<file path="src/verilog/swu_pkg.sv">
// default geometry of the sliding window unit
// the top level copies these into its own parameters

package swu_pkg;

   //////////////////////////////
   // stream word format
   //////////////////////////////

   // lanes per input word
   parameter int DEF_SIMD = 4;

   // bits per lane
   parameter int DEF_IN_PREC = 8;

   //////////////////////////////
   // feature map and kernel
   //////////////////////////////

   // input channels, a multiple of DEF_SIMD
   parameter int DEF_IFM_CHANNELS = 8;

   // square input map, width and height
   parameter int DEF_IFM_DIM = 7;

   // square kernel
   parameter int DEF_KERNEL_DIM = 3;

   parameter int DEF_STRIDE = 2;

   //////////////////////////////
   // circular buffer
   //////////////////////////////

   // words, power of two, must hold one full window span
   parameter int DEF_BUFFER_SIZE = 64;

endpackage

</file>
<file path="src/verilog/swu_buffer_core.sv">
`timescale 1ns/10ps

module swu_buffer_core #(
   parameter int SIMD         = swu_pkg::DEF_SIMD,
   parameter int IN_PREC      = swu_pkg::DEF_IN_PREC,
   parameter int IFM_CHANNELS = swu_pkg::DEF_IFM_CHANNELS,
   parameter int IFM_DIM      = swu_pkg::DEF_IFM_DIM,
   parameter int BUFFER_SIZE  = swu_pkg::DEF_BUFFER_SIZE,
   localparam int DATA_W       = SIMD * IN_PREC,
   localparam int EFF_CHANNELS = IFM_CHANNELS / SIMD,
   localparam int FRAME_WORDS  = IFM_DIM * IFM_DIM * EFF_CHANNELS,
   localparam int IDX_W        = $clog2(FRAME_WORDS) + 1
) (
   input  logic              clk,
   input  logic              resetn,
   input  logic [DATA_W-1:0] in_data_i,
   input  logic              wr_en_i,
   input  logic [IDX_W-1:0]  wr_count_i,
   input  logic [IDX_W-1:0]  rd_index_i,
   input  logic [IDX_W-1:0]  start_index_i,
   input  logic              out_ready_i,
   output logic              wr_room_o,
   output logic              issue_o,
   output logic [DATA_W-1:0] out_data_o,
   output logic              out_valid_o
);

   localparam int ADDR_W = $clog2(BUFFER_SIZE);

   logic [DATA_W-1:0] mem [BUFFER_SIZE];

   logic [ADDR_W-1:0] wr_addr;
   logic [ADDR_W-1:0] rd_addr;

   // distance from the oldest needed word to the next write
   logic [IDX_W-1:0] room_gap;
   logic             rd_avail;

   // read stage
   logic [DATA_W-1:0] rd_data;
   logic              rd_valid;

   // output stage
   logic [DATA_W-1:0] out_data;
   logic              out_valid;

   logic out_en;
   logic rd_en;

   //////////////////////////////
   // flow checks
   //////////////////////////////

   // writing index n overwrites index n - BUFFER_SIZE
   assign room_gap  = wr_count_i - start_index_i;
   assign wr_room_o = (32'(room_gap) < BUFFER_SIZE);

   // word already written
   assign rd_avail = (rd_index_i < wr_count_i);

   assign out_en  = !out_valid || out_ready_i;
   assign rd_en   = !rd_valid || out_en;
   assign issue_o = rd_avail && rd_en;

   //////////////////////////////
   // circular RAM
   //////////////////////////////

   assign wr_addr = wr_count_i[ADDR_W-1:0];
   assign rd_addr = rd_index_i[ADDR_W-1:0];

   always_ff @(posedge clk) begin
      if (wr_en_i) begin
         mem[wr_addr] <= in_data_i;
      end
   end

   // registered read, held while the read stage is stalled
   always_ff @(posedge clk) begin
      if (issue_o) begin
         rd_data <= mem[rd_addr];
      end
   end

   always_ff @(posedge clk) begin
      if (!resetn) begin
         rd_valid <= 1'b0;
      end else if (rd_en) begin
         rd_valid <= issue_o;
      end
   end

   //////////////////////////////
   // output stage
   //////////////////////////////

   always_ff @(posedge clk) begin
      if (out_en && rd_valid) begin
         out_data <= rd_data;
      end
   end

   always_ff @(posedge clk) begin
      if (!resetn) begin
         out_valid <= 1'b0;
      end else if (out_en) begin
         out_valid <= rd_valid;
      end
   end

   assign out_data_o  = out_data;
   assign out_valid_o = out_valid;

   a_out_hold : assert property (
      @(posedge clk) disable iff (!resetn)
      out_valid_o && !out_ready_i |=> out_valid_o && $stable(out_data_o)
   ) else $error("output word changed under back-pressure");

   // room is decided here, the write is granted by the write side
   a_wr_room : assert property (
      @(posedge clk) disable iff (!resetn)
      wr_en_i |-> wr_room_o
   ) else $error("write at count 0x%0h without room", wr_count_i);

endmodule

</file>
<file path="src/verilog/swu_top.sv">
`timescale 1ns/10ps

module swu_top #(
   parameter int SIMD         = swu_pkg::DEF_SIMD,
   parameter int IN_PREC      = swu_pkg::DEF_IN_PREC,
   parameter int IFM_CHANNELS = swu_pkg::DEF_IFM_CHANNELS,
   parameter int IFM_DIM      = swu_pkg::DEF_IFM_DIM,
   parameter int KERNEL_DIM   = swu_pkg::DEF_KERNEL_DIM,
   parameter int STRIDE       = swu_pkg::DEF_STRIDE,
   parameter int BUFFER_SIZE  = swu_pkg::DEF_BUFFER_SIZE,
   localparam int DATA_W       = SIMD * IN_PREC,
   localparam int EFF_CHANNELS = IFM_CHANNELS / SIMD,
   localparam int FRAME_WORDS  = IFM_DIM * IFM_DIM * EFF_CHANNELS,
   localparam int IDX_W        = $clog2(FRAME_WORDS) + 1
) (
   input  logic              clk,
   input  logic              resetn,
   input  logic [DATA_W-1:0] in_data_i,
   input  logic              in_valid_i,
   output logic              in_ready_o,
   output logic [DATA_W-1:0] out_data_o,
   output logic              out_valid_o,
   input  logic              out_ready_i
);

   // words from the window origin to its last word, inclusive
   localparam int WINDOW_SPAN = ((KERNEL_DIM - 1) * IFM_DIM + KERNEL_DIM) * EFF_CHANNELS;

   logic             wr_en;
   logic             wr_room;
   logic [IDX_W-1:0] wr_count;
   logic [IDX_W-1:0] rd_index;
   logic [IDX_W-1:0] start_index;
   logic             issue;
   logic             frame_end;

   //////////////////////////////
   // elaboration checks
   //////////////////////////////

   if ((BUFFER_SIZE & (BUFFER_SIZE - 1)) != 0) begin : g_size_pow2
      $error("BUFFER_SIZE %0d is not a power of two", BUFFER_SIZE);
   end

   if (BUFFER_SIZE <= WINDOW_SPAN) begin : g_size_span
      $error("BUFFER_SIZE %0d cannot hold a window span of %0d", BUFFER_SIZE, WINDOW_SPAN);
   end

   // last window must end on the last input word of the frame
   if ((IFM_DIM - KERNEL_DIM) % STRIDE != 0) begin : g_stride_fit
      $error("stride %0d does not tile the input map", STRIDE);
   end

   swu_write_ctrl #(
      .SIMD         (SIMD),
      .IFM_CHANNELS (IFM_CHANNELS),
      .IFM_DIM      (IFM_DIM)
   ) u_write_ctrl (
      .clk         (clk),
      .resetn      (resetn),
      .in_valid_i  (in_valid_i),
      .wr_room_i   (wr_room),
      .frame_end_i (frame_end),
      .in_ready_o  (in_ready_o),
      .wr_en_o     (wr_en),
      .wr_count_o  (wr_count)
   );

   swu_window_gen #(
      .SIMD         (SIMD),
      .IFM_CHANNELS (IFM_CHANNELS),
      .IFM_DIM      (IFM_DIM),
      .KERNEL_DIM   (KERNEL_DIM),
      .STRIDE       (STRIDE)
   ) u_window_gen (
      .clk           (clk),
      .resetn        (resetn),
      .issue_i       (issue),
      .rd_index_o    (rd_index),
      .start_index_o (start_index),
      .frame_end_o   (frame_end)
   );

   swu_buffer_core #(
      .SIMD         (SIMD),
      .IN_PREC      (IN_PREC),
      .IFM_CHANNELS (IFM_CHANNELS),
      .IFM_DIM      (IFM_DIM),
      .BUFFER_SIZE  (BUFFER_SIZE)
   ) u_buffer_core (
      .clk           (clk),
      .resetn        (resetn),
      .in_data_i     (in_data_i),
      .wr_en_i       (wr_en),
      .wr_count_i    (wr_count),
      .rd_index_i    (rd_index),
      .start_index_i (start_index),
      .out_ready_i   (out_ready_i),
      .wr_room_o     (wr_room),
      .issue_o       (issue),
      .out_data_o    (out_data_o),
      .out_valid_o   (out_valid_o)
   );

endmodule

</file>
<file path="src/verilog/swu_window_gen.sv">
`timescale 1ns/10ps

module swu_window_gen #(
   parameter int SIMD         = swu_pkg::DEF_SIMD,
   parameter int IFM_CHANNELS = swu_pkg::DEF_IFM_CHANNELS,
   parameter int IFM_DIM      = swu_pkg::DEF_IFM_DIM,
   parameter int KERNEL_DIM   = swu_pkg::DEF_KERNEL_DIM,
   parameter int STRIDE       = swu_pkg::DEF_STRIDE,
   localparam int EFF_CHANNELS = IFM_CHANNELS / SIMD,
   localparam int FRAME_WORDS  = IFM_DIM * IFM_DIM * EFF_CHANNELS,
   localparam int IDX_W        = $clog2(FRAME_WORDS) + 1
) (
   input  logic             clk,
   input  logic             resetn,
   input  logic             issue_i,
   output logic [IDX_W-1:0] rd_index_o,
   output logic [IDX_W-1:0] start_index_o,
   output logic             frame_end_o
);

   localparam int OFM_DIM = (IFM_DIM - KERNEL_DIM) / STRIDE + 1;

   localparam int CH_W = (EFF_CHANNELS > 1) ? $clog2(EFF_CHANNELS) : 1;
   localparam int K_W  = (KERNEL_DIM > 1) ? $clog2(KERNEL_DIM) : 1;
   localparam int O_W  = (OFM_DIM > 1) ? $clog2(OFM_DIM) : 1;

   localparam logic [CH_W-1:0] CH_LAST = CH_W'(EFF_CHANNELS - 1);
   localparam logic [K_W-1:0]  K_LAST  = K_W'(KERNEL_DIM - 1);
   localparam logic [O_W-1:0]  O_LAST  = O_W'(OFM_DIM - 1);

   // index steps, so no multiply is needed per cycle
   localparam logic [IDX_W-1:0] ROW_WORDS  = IDX_W'(IFM_DIM * EFF_CHANNELS);
   localparam logic [IDX_W-1:0] COL_STEP   = IDX_W'(STRIDE * EFF_CHANNELS);
   localparam logic [IDX_W-1:0] LINE_STEP  = IDX_W'(STRIDE * IFM_DIM * EFF_CHANNELS);
   localparam logic [IDX_W-1:0] FRAME_LAST = IDX_W'(FRAME_WORDS);

   logic [CH_W-1:0] ch;
   logic [K_W-1:0]  kw;
   logic [K_W-1:0]  kh;
   logic [O_W-1:0]  oc;
   logic [O_W-1:0]  orow;

   // window origin of the current output row
   logic [IDX_W-1:0] line_start;
   // window origin of the current output pixel
   logic [IDX_W-1:0] start_index;
   // first word of the current kernel row
   logic [IDX_W-1:0] row_base;
   logic [IDX_W-1:0] rd_index;

   logic [IDX_W-1:0] next_row;
   logic [IDX_W-1:0] next_col;
   logic [IDX_W-1:0] next_line;

   logic ch_wrap;
   logic kw_wrap;
   logic kh_wrap;
   logic oc_wrap;
   logic orow_wrap;

   //////////////////////////////
   // wrap conditions
   //////////////////////////////

   // each level wraps only when every inner level wraps too
   assign ch_wrap   = (ch == CH_LAST);
   assign kw_wrap   = ch_wrap && (kw == K_LAST);
   assign kh_wrap   = kw_wrap && (kh == K_LAST);
   assign oc_wrap   = kh_wrap && (oc == O_LAST);
   assign orow_wrap = oc_wrap && (orow == O_LAST);

   assign frame_end_o = issue_i && orow_wrap;

   //////////////////////////////
   // window counters
   //////////////////////////////

   always_ff @(posedge clk) begin
      if (!resetn || frame_end_o) begin
         ch   <= '0;
         kw   <= '0;
         kh   <= '0;
         oc   <= '0;
         orow <= '0;
      end else if (issue_i) begin
         ch <= ch_wrap ? '0 : ch + 1'b1;
         if (ch_wrap) begin
            kw <= kw_wrap ? '0 : kw + 1'b1;
         end
         if (kw_wrap) begin
            kh <= kh_wrap ? '0 : kh + 1'b1;
         end
         if (kh_wrap) begin
            oc <= oc_wrap ? '0 : oc + 1'b1;
         end
         if (oc_wrap) begin
            orow <= orow + 1'b1;
         end
      end
   end

   //////////////////////////////
   // absolute indices
   //////////////////////////////

   assign next_row  = row_base + ROW_WORDS;
   assign next_col  = start_index + COL_STEP;
   assign next_line = line_start + LINE_STEP;

   // channels and kernel columns are contiguous, so those steps are +1
   always_ff @(posedge clk) begin
      if (!resetn || frame_end_o) begin
         line_start  <= '0;
         start_index <= '0;
         row_base    <= '0;
         rd_index    <= '0;
      end else if (issue_i) begin
         if (!kw_wrap) begin
            rd_index <= rd_index + IDX_W'(1);
         end else if (!kh_wrap) begin
            row_base <= next_row;
            rd_index <= next_row;
         end else if (!oc_wrap) begin
            start_index <= next_col;
            row_base    <= next_col;
            rd_index    <= next_col;
         end else begin
            line_start  <= next_line;
            start_index <= next_line;
            row_base    <= next_line;
            rd_index    <= next_line;
         end
      end
   end

   assign rd_index_o    = rd_index;
   assign start_index_o = start_index;

   a_rd_in_frame : assert property (
      @(posedge clk) disable iff (!resetn)
      issue_i |-> (rd_index < FRAME_LAST)
   ) else $error("read index 0x%0h outside frame", rd_index);

endmodule

</file>
<file path="src/verilog/swu_write_ctrl.sv">
`timescale 1ns/10ps

module swu_write_ctrl #(
   parameter int SIMD         = swu_pkg::DEF_SIMD,
   parameter int IFM_CHANNELS = swu_pkg::DEF_IFM_CHANNELS,
   parameter int IFM_DIM      = swu_pkg::DEF_IFM_DIM,
   localparam int EFF_CHANNELS = IFM_CHANNELS / SIMD,
   localparam int FRAME_WORDS  = IFM_DIM * IFM_DIM * EFF_CHANNELS,
   localparam int IDX_W        = $clog2(FRAME_WORDS) + 1
) (
   input  logic             clk,
   input  logic             resetn,
   input  logic             in_valid_i,
   input  logic             wr_room_i,
   input  logic             frame_end_i,
   output logic             in_ready_o,
   output logic             wr_en_o,
   output logic [IDX_W-1:0] wr_count_o
);

   localparam logic [IDX_W-1:0] FRAME_LAST = IDX_W'(FRAME_WORDS);

   // words accepted in the current frame
   logic [IDX_W-1:0] wr_count;

   // low through reset, high from the first cycle after it
   logic armed;

   logic frame_full;

   //////////////////////////////
   // acceptance
   //////////////////////////////

   // whole frame in, wait for the window side to finish
   assign frame_full = (wr_count == FRAME_LAST);

   assign in_ready_o = armed && wr_room_i && !frame_full;
   assign wr_en_o    = in_valid_i && in_ready_o;
   assign wr_count_o = wr_count;

   always_ff @(posedge clk) begin
      if (!resetn) begin
         armed <= 1'b0;
      end else begin
         armed <= 1'b1;
      end
   end

   //////////////////////////////
   // absolute write count
   //////////////////////////////

   // frame_end only arrives while the count sits at FRAME_WORDS,
   // so a handshake never coincides with the return to zero
   always_ff @(posedge clk) begin
      if (!resetn || frame_end_i) begin
         wr_count <= '0;
      end else if (wr_en_o) begin
         wr_count <= wr_count + IDX_W'(1);
      end
   end

   // window side ends a frame only once every word is in
   a_end_when_full : assert property (
      @(posedge clk) disable iff (!resetn)
      frame_end_i |-> frame_full
   ) else $error("frame end at write count 0x%0h", wr_count);

endmodule
</file>
<file path="config.mk">
export PLATFORM = sky130hd
export DESIGN_NAME = swu_top
export DESIGN_NICKNAME = d
export VERILOG_FILES = /design/src/verilog/swu_pkg.sv /design/src/verilog/swu_buffer_core.sv /design/src/verilog/swu_top.sv /design/src/verilog/swu_window_gen.sv /design/src/verilog/swu_write_ctrl.sv
export SDC_FILE = /design/constraint.sdc
export NUM_CORES = 2
export LEC_CHECK = 0
export BUFFER_PORTS_ARGS = -buffer_cell sky130_fd_sc_hd__buf_2
export CAP_MARGIN = 25
export CORE_MARGIN = 2
export CORE_UTILIZATION = 49
export DETAILED_ROUTE_END_ITERATION = 8
export REMOVE_ABC_BUFFERS = 1
export SETUP_SLACK_MARGIN = 0.3
export SLEW_MARGIN = 25
export SYNTH_ARGS = -nofsm -noshare
export SYNTH_HDL_FRONTEND = slang
export SYNTH_SLANG_ARGS = --single-unit
</file>
<file path="constraint.sdc">
create_clock -name clk -period 7.2 [get_ports clk]
set_input_delay 2.16 -clock clk [delete_from_list [all_inputs] [get_ports clk]]
set_output_delay 2.16 -clock clk [all_outputs]
set_load 0.05 [all_outputs]
</file>
Word-level counts from Yosys, hierarchy flattened
Memory sizes are Yosys's and may differ from the RTL's. A register that Yosys moved wholly into a read port is not among the register bits.
Index checks and enable logic that the tools add are counted.
- memory bits (writable): 2048
- memories: 1
- register bits: 84
- bits of input ports: 36
- output and inout port bits: 34
- logic and storage cells: 66
- reduce and logical (&&, ||, !) cells: 23
- add/sub/neg operators: 11
- order comparisons: 2
- muxes and demuxes: 10
- equality and inequality tests: 5
- memory list (name ; depth ; bits a word ; read ports ; clocked after Yosys merged registers in ; write ports ; RTL line ; text):
    u_buffer_core.mem ; 64 ; 32 ; 1 ; 1 ; 1 ; swu_buffer_core.sv:30 ; logic [DATA_W-1:0] mem [BUFFER_SIZE];
- operator list (kind ; number):
    8-bit 2-to-1 mux ; 3
    8-bit by 1-bit adder with 8-bit output, second input constant ; 2
    1-bit logical AND ; 10
    2-bit by 1-bit adder with 2-bit output, second input constant ; 4
    8-bit by 3-bit adder with 8-bit output, second input constant ; 1
    8-bit by 4-bit adder with 8-bit output, second input constant ; 1
    8-bit by 5-bit adder with 8-bit output, second input constant ; 1
    2-bit == test, second input constant ; 4
    8-bit by 7-bit == test with 1-bit output, second input constant ; 1
    8-bit by 7-bit less-than comparator with 1-bit output, second input constant ; 1
    8-bit less-than comparator ; 1
    2-bit AND reduction ; 4
    8-bit subtractor ; 1
    2-bit 2-to-1 mux ; 3
    1-bit zero test ; 4
    1-bit 2-to-1 mux ; 4
    4-bit AND reduction ; 1
    1-bit logical OR ; 3
    3-bit AND reduction ; 1
    1-bit adder, second input constant ; 1

Depth between registers and ports, before layout
- depth after elaboration: 7
- gate-level depth with buffers: 12
- gate-level depth less buffers: 9

Cells and area by module
Synthesis repeated with hierarchy kept, for this count alone.
- cells, all modules: 3729
- area, all modules: 82638.0 um2
- by module, submodules not included (module ; instances ; sequential area each (um2) ; area an instance (um2) ; cells each):
    swu_buffer_core ; 1 ; 63460.9 ; 80060.5 ; 3417
    swu_window_gen ; 1 ; 780.7 ; 2134.5 ; 261
    swu_write_ctrl ; 1 ; 180.2 ; 442.9 ; 51

Worst setup path before layout
Ideal clock, no wire load.
- kind: in2reg
- start point: in in_valid_i
- end point: mem u_buffer_core.mem[25][0] in the netlist's numbering, enable pin
- required time: 6.698 ns
- slack: 0.709 ns
- data arrival time: 5.989 ns
- buffers on the path: 2
- stages: 4
- cells stage by stage: clkbuf_1 -> nand3_1 -> clkbuf_1 -> nor4_1
- word-level cells in the longest chain between the ends: 3
- RTL lines (what ; RTL line ; text):
    start, declared ; swu_top.sv:19 ; input logic in_valid_i,
    1-bit logical AND ; swu_write_ctrl.sv:39 ; assign wr_en_o = in_valid_i && in_ready_o;
    1-bit 2-to-1 mux ; swu_buffer_core.sv:73 ; if (wr_en_i) begin
    1-bit 2-to-1 mux (implied by the code) ; swu_buffer_core.sv:74 ; mem[wr_addr] <= in_data_i;
    end, declared ; swu_buffer_core.sv:30 ;
No other way between the ends.

Final worst setup path
- start point: reg u_write_ctrl.wr_count[1], in the netlist u_write_ctrl.wr_count_o[1]
- end point: out in_ready_o
- word-level cells in the longest chain between the ends: 4
- RTL lines (what ; RTL line ; text):
    start, declared ; swu_write_ctrl.sv:24 ; logic [IDX_W-1:0] wr_count;
    start signal, assigned ; swu_write_ctrl.sv:60 ; wr_count <= wr_count + IDX_W'(1);
    8-bit subtractor ; swu_buffer_core.sv:55 ; assign room_gap = wr_count_i - start_index_i;
    8-bit by 7-bit less-than comparator with 1-bit output ; swu_buffer_core.sv:56 ; assign wr_room_o = (32'(room_gap) < BUFFER_SIZE);
    1-bit logical AND ; swu_write_ctrl.sv:38 ; assign in_ready_o = armed && wr_room_i && !frame_full;
    1-bit logical AND * ; swu_write_ctrl.sv:38 ;
    end, declared ; swu_top.sv:20 ; output logic in_ready_o,
Mark *: on every way between the ends. The rest lies on a longest branch, timed or not.

==> results.md <==
- Reg power frac: 0.475
- Worst Path Max Fanout: 38
- Post-detail-place hpwl: 124000 um
- Critical path startpoint category: flip-flop
- Pre-CTS setup slack: 1.79 ns
- Post-synth top flop: edfxtp_1
- Starting density of the core: 0.493
- Reg2reg start: u_write_ctrl.wr_count_o[1]
- Area of the mapped netlist: 83400 um2
- Yosys reg bits: ~2.2k
- Final Cell Area: 94000 um2
- CP Capture Type: output port
- Final WL: around 220000 um
- Post-synth EDFFs: 2112
- Min Tclk post-route: around 5.7 ns
- Die ar.: between 150000 and 200000 um2
- RSZ-0062 raised after global routing: no
- Footprint of the multi-input gates: 18200 um2
- Fin util: 0.555
- Period utilization: 0.787
- Switching portion of total power: 0.258
- Row count: 151
- Reg2reg end: u_buffer_core.mem[22][1]
- Area leader, netlist: edfxtp_1
- PnR worst setup slack: 1.53 ns
- CP arrival: 3.51 ns
- Sw Pwr: between 7 and 8 mW
- DR vias: roughly 41k
- Distinct cells, synth: 66
- Top cells by area, synth: edfxtp_1, mux4_2, mux2i_1
- Clk slew on worst S/H paths: roughly 0.060 ns
- CTS tree: yes
- Worst hold path class: flip-flop to flip-flop
- Layout cells sized above 1: 0.280
- Initial drt markers: 5252
- GRT Util Overall: 0.250
- Initial antenna violation count: 13
- Vias per cell: 6.33
- Core box area: 169000 um2
- Comb pwr share: 0.173
- Post-CTS Setup Bufs: 0
- Port Buffers: 69
- Worst Tran Pin Value: 1.09 ns
- Routed length per instance: roughly 34 um
- Routed Antenna Nets: 0
- H-tree depth: 4
- DRT Pass-1 Iters: 5
- Post-Synthesis Cells: 3773
- Clock latency on the worst-skew pair: 0.84 ns
- Vias in the first global route: 40.2k
- Max-slew violations: 0
- Slew HR: 0.273
- DR DRC count: 0
- Crit path launch: u_write_ctrl.wr_count_o[1]
- Post-Syn Area per Cell: 22.1 um2
- Sequential fraction of the synthesis area: 0.772
- Kind of critical path: flip-flop to output port
- Layout area overhead: 12.6%
- Clock sinks: ~2.2k
- Post-DP Area: 87300 um2
- Clk pwr share: 0.352
- Clk buf depth: 3
- CTS root buffer: clkbuf_16
- Max cap viols: 0
- Sequential Area: between 60000 and 70000 um2
- DIE HEIGHT: 417 um
- Layout Cells excl Fill: about 6.4k
- Global-route wire length before repair: 305000 um
- Worst Skew: 0.0286 ns
- Yosys top cell area share: 0.760
- Final Hold Slack: 0.419 ns
- GRT Residual Overflow: 0
- Status: finished clean
- Number of nets in the layout: about 4k
- Post-CTS resize count: 0
- Clock buffers created by TritonCTS: 217
- Setup Viol. Count Final: 0
- Ports: 70
- Worst EP required: ~5.0 ns
- Reg2Reg Setup Slack: 3.05 ns
- Total power: 30.0 mW
- Peak Freq: about 0.18 GHz
- Cells after DPL: 6024
- Fraction of registers with async set/reset: 0
- CTS Hold Bufs: 0
- Fillers: between 10k and 15k
- Largest net degree at the start of global routing: just over 100
- Pwr/cell area: about 320 nW/um2
- Maximum vdd drop: 0.000264 V
- Final weighted congestion in routability-driven placement: approximately 0.85
- Cell Int Power: 22.3 mW
- Worst Reg-to-Reg Cells: 8
- Pleak: about 29 nW
- Setup crit end: in_ready_o
- Die Span X: 417 um
- Ys Warns: 0
- Final Hold Violating Endpoints: 0
- Total negative slack: 0 ns
==> metal layers <==
metal / vias up / global-route usage / part of all wire
met5: - / 0 / 0
met4: 0 / 0.0647 / 0.024
met3: 248 / 0.0418 / 0.079
met2: 1840 / 0.386 / 0.47
met1: 22000 / 0.375 / 0.43
li1: 16500 / - / -
==> final cells by class <==
type / instances / area share
Sequential cell: 2162 / 0.686
Clock inverter: 103 / 0.00854
Clock buffer: 283 / 0.0617
Tap cell: 2218 / 0.0295
Multi-Input combinational cell: 1373 / 0.194
Timing Repair Buffer: 244 / 0.0190
Inverter: 27 / 0.00109
Antenna cell: 3 / 0.0000799
==> power by group through the flow <==
stage	clock network [mW]	registers (mW)	logic (mW)
global placement	0	14.5	5.26
global route	11.2	14.3	5.51
floorplan	0	14.9	3.78
finish	10.6	14.2	5.18
detailed placement	0	14.5	5.27
CTS	10.8	14.3	5.29
==> how the worst min path moves through the flow <==
stage | cells after the start | to | from | slack (ns)
global route | 0 | u_buffer_core.out_data_o[13] | u_buffer_core.rd_data[13] | 0.43
floorplan | 0 | u_buffer_core.out_data_o[0] | u_buffer_core.rd_data[0] | 0.40
global placement | 0 | u_buffer_core.out_data_o[10] | u_buffer_core.rd_data[10] | 0.40
CTS | 0 | u_buffer_core.out_data_o[13] | u_buffer_core.rd_data[13] | 0.42
detailed placement | 0 | u_buffer_core.out_data_o[13] | u_buffer_core.rd_data[13] | 0.40
finish | 0 | u_buffer_core.out_data_o[13] | u_buffer_core.rd_data[13] | 0.42
==> worst max-delay path, cell delays in order, from the launching register on <==
cell	delay [ns]
dfxtp_4	0.75
ha_1	0.35
nand2_1	0.08
o21ai_0	0.15
a2111oi_4	0.40
o21a_1	0.38
nand2_2	0.11
inv_1	0.16
buf_2	0.30
==> layout by cell type (no fill, tap or decap), types with 7 or more instances in the layout <==
cell type / count
a22oi_1: 30
xnor2_1: 18
buf_4: 167
clkinv_2: 32
o22ai_1: 14
clkinv_1: 49
a22o_1: 23
ha_1: 20
inv_1: 22
clkbuf_1: 60
nor4_2: 47
bufinv_16: 7
a31oi_1: 11
a21o_1: 12
mux4_2: 532
buf_2: 67
nand3_1: 36
edfxtp_1: 2112
nor2_4: 10
mux2_2: 23
nor3_2: 8
nor2b_1: 25
clkbuf_16: 222
a211oi_1: 35
nand2_1: 76
a221oi_1: 34
mux2i_1: 118
o21ai_0: 52
nor2_1: 59
o221ai_1: 7
a21oi_1: 69
buf_12: 10
dfxtp_1: 43
nor3_1: 20
dfxtp_4: 7
==> cell usage after synthesis, types with 6 or more instances <==
| library cell | n |
|---|---|
| mux2_2 | 23 |
| a21o_1 | 12 |
| dfxtp_1 | 50 |
| clkbuf_1 | 66 |
| nand2b_1 | 6 |
| buf_6 | 11 |
| edfxtp_1 | 2112 |
| and3_1 | 6 |
| mux2i_1 | 118 |
| buf_4 | 43 |
| nor3_1 | 28 |
| a22oi_1 | 30 |
| nand3_1 | 37 |
| buf_1 | 17 |
| buf_2 | 74 |
| a21oi_1 | 69 |
| ha_1 | 20 |
| nor2_1 | 70 |
| xnor2_1 | 18 |
| nand2_1 | 76 |
| o22ai_1 | 14 |
| nor2b_1 | 27 |
| o221ai_1 | 7 |
| mux4_2 | 532 |
| or3_1 | 6 |
| a221oi_1 | 34 |
| a211oi_1 | 35 |
| a22o_1 | 23 |
| inv_1 | 22 |
| o21ai_0 | 52 |
| nand4_1 | 6 |
| a31oi_1 | 11 |
| nor4_1 | 49 |
==> sequential cells by signal (all words and copies together) (netlist names) <==
name                        count
u_buffer_core.out_data_o       32
u_window_gen.oc                 2
u_buffer_core.rd_valid          1
u_window_gen.kw                 2
u_window_gen.orow               2
u_window_gen.start_index_o      8
u_buffer_core.out_valid_o       1
u_write_ctrl.armed              1
u_write_ctrl.wr_count_o         8
u_window_gen.kh                 2
u_buffer_core.rd_data          32
u_window_gen.ch                 1
u_window_gen.row_base           8
u_window_gen.rd_index_o         8
u_window_gen.line_start         6
u_buffer_core.mem            2048
==> cell families after synthesis <==
group | count (synthesis) | synth area share
xor+xnor | 23 | 0.00250
fa+ha+maj | 20 | 0.00300
buf+inv | 238 | 0.0147
flops | 2162 | 0.772
mux | 673 | 0.161
compound gates | 324 | 0.0269
simple gates | 333 | 0.0199
(Power assumes the default switching activity.)
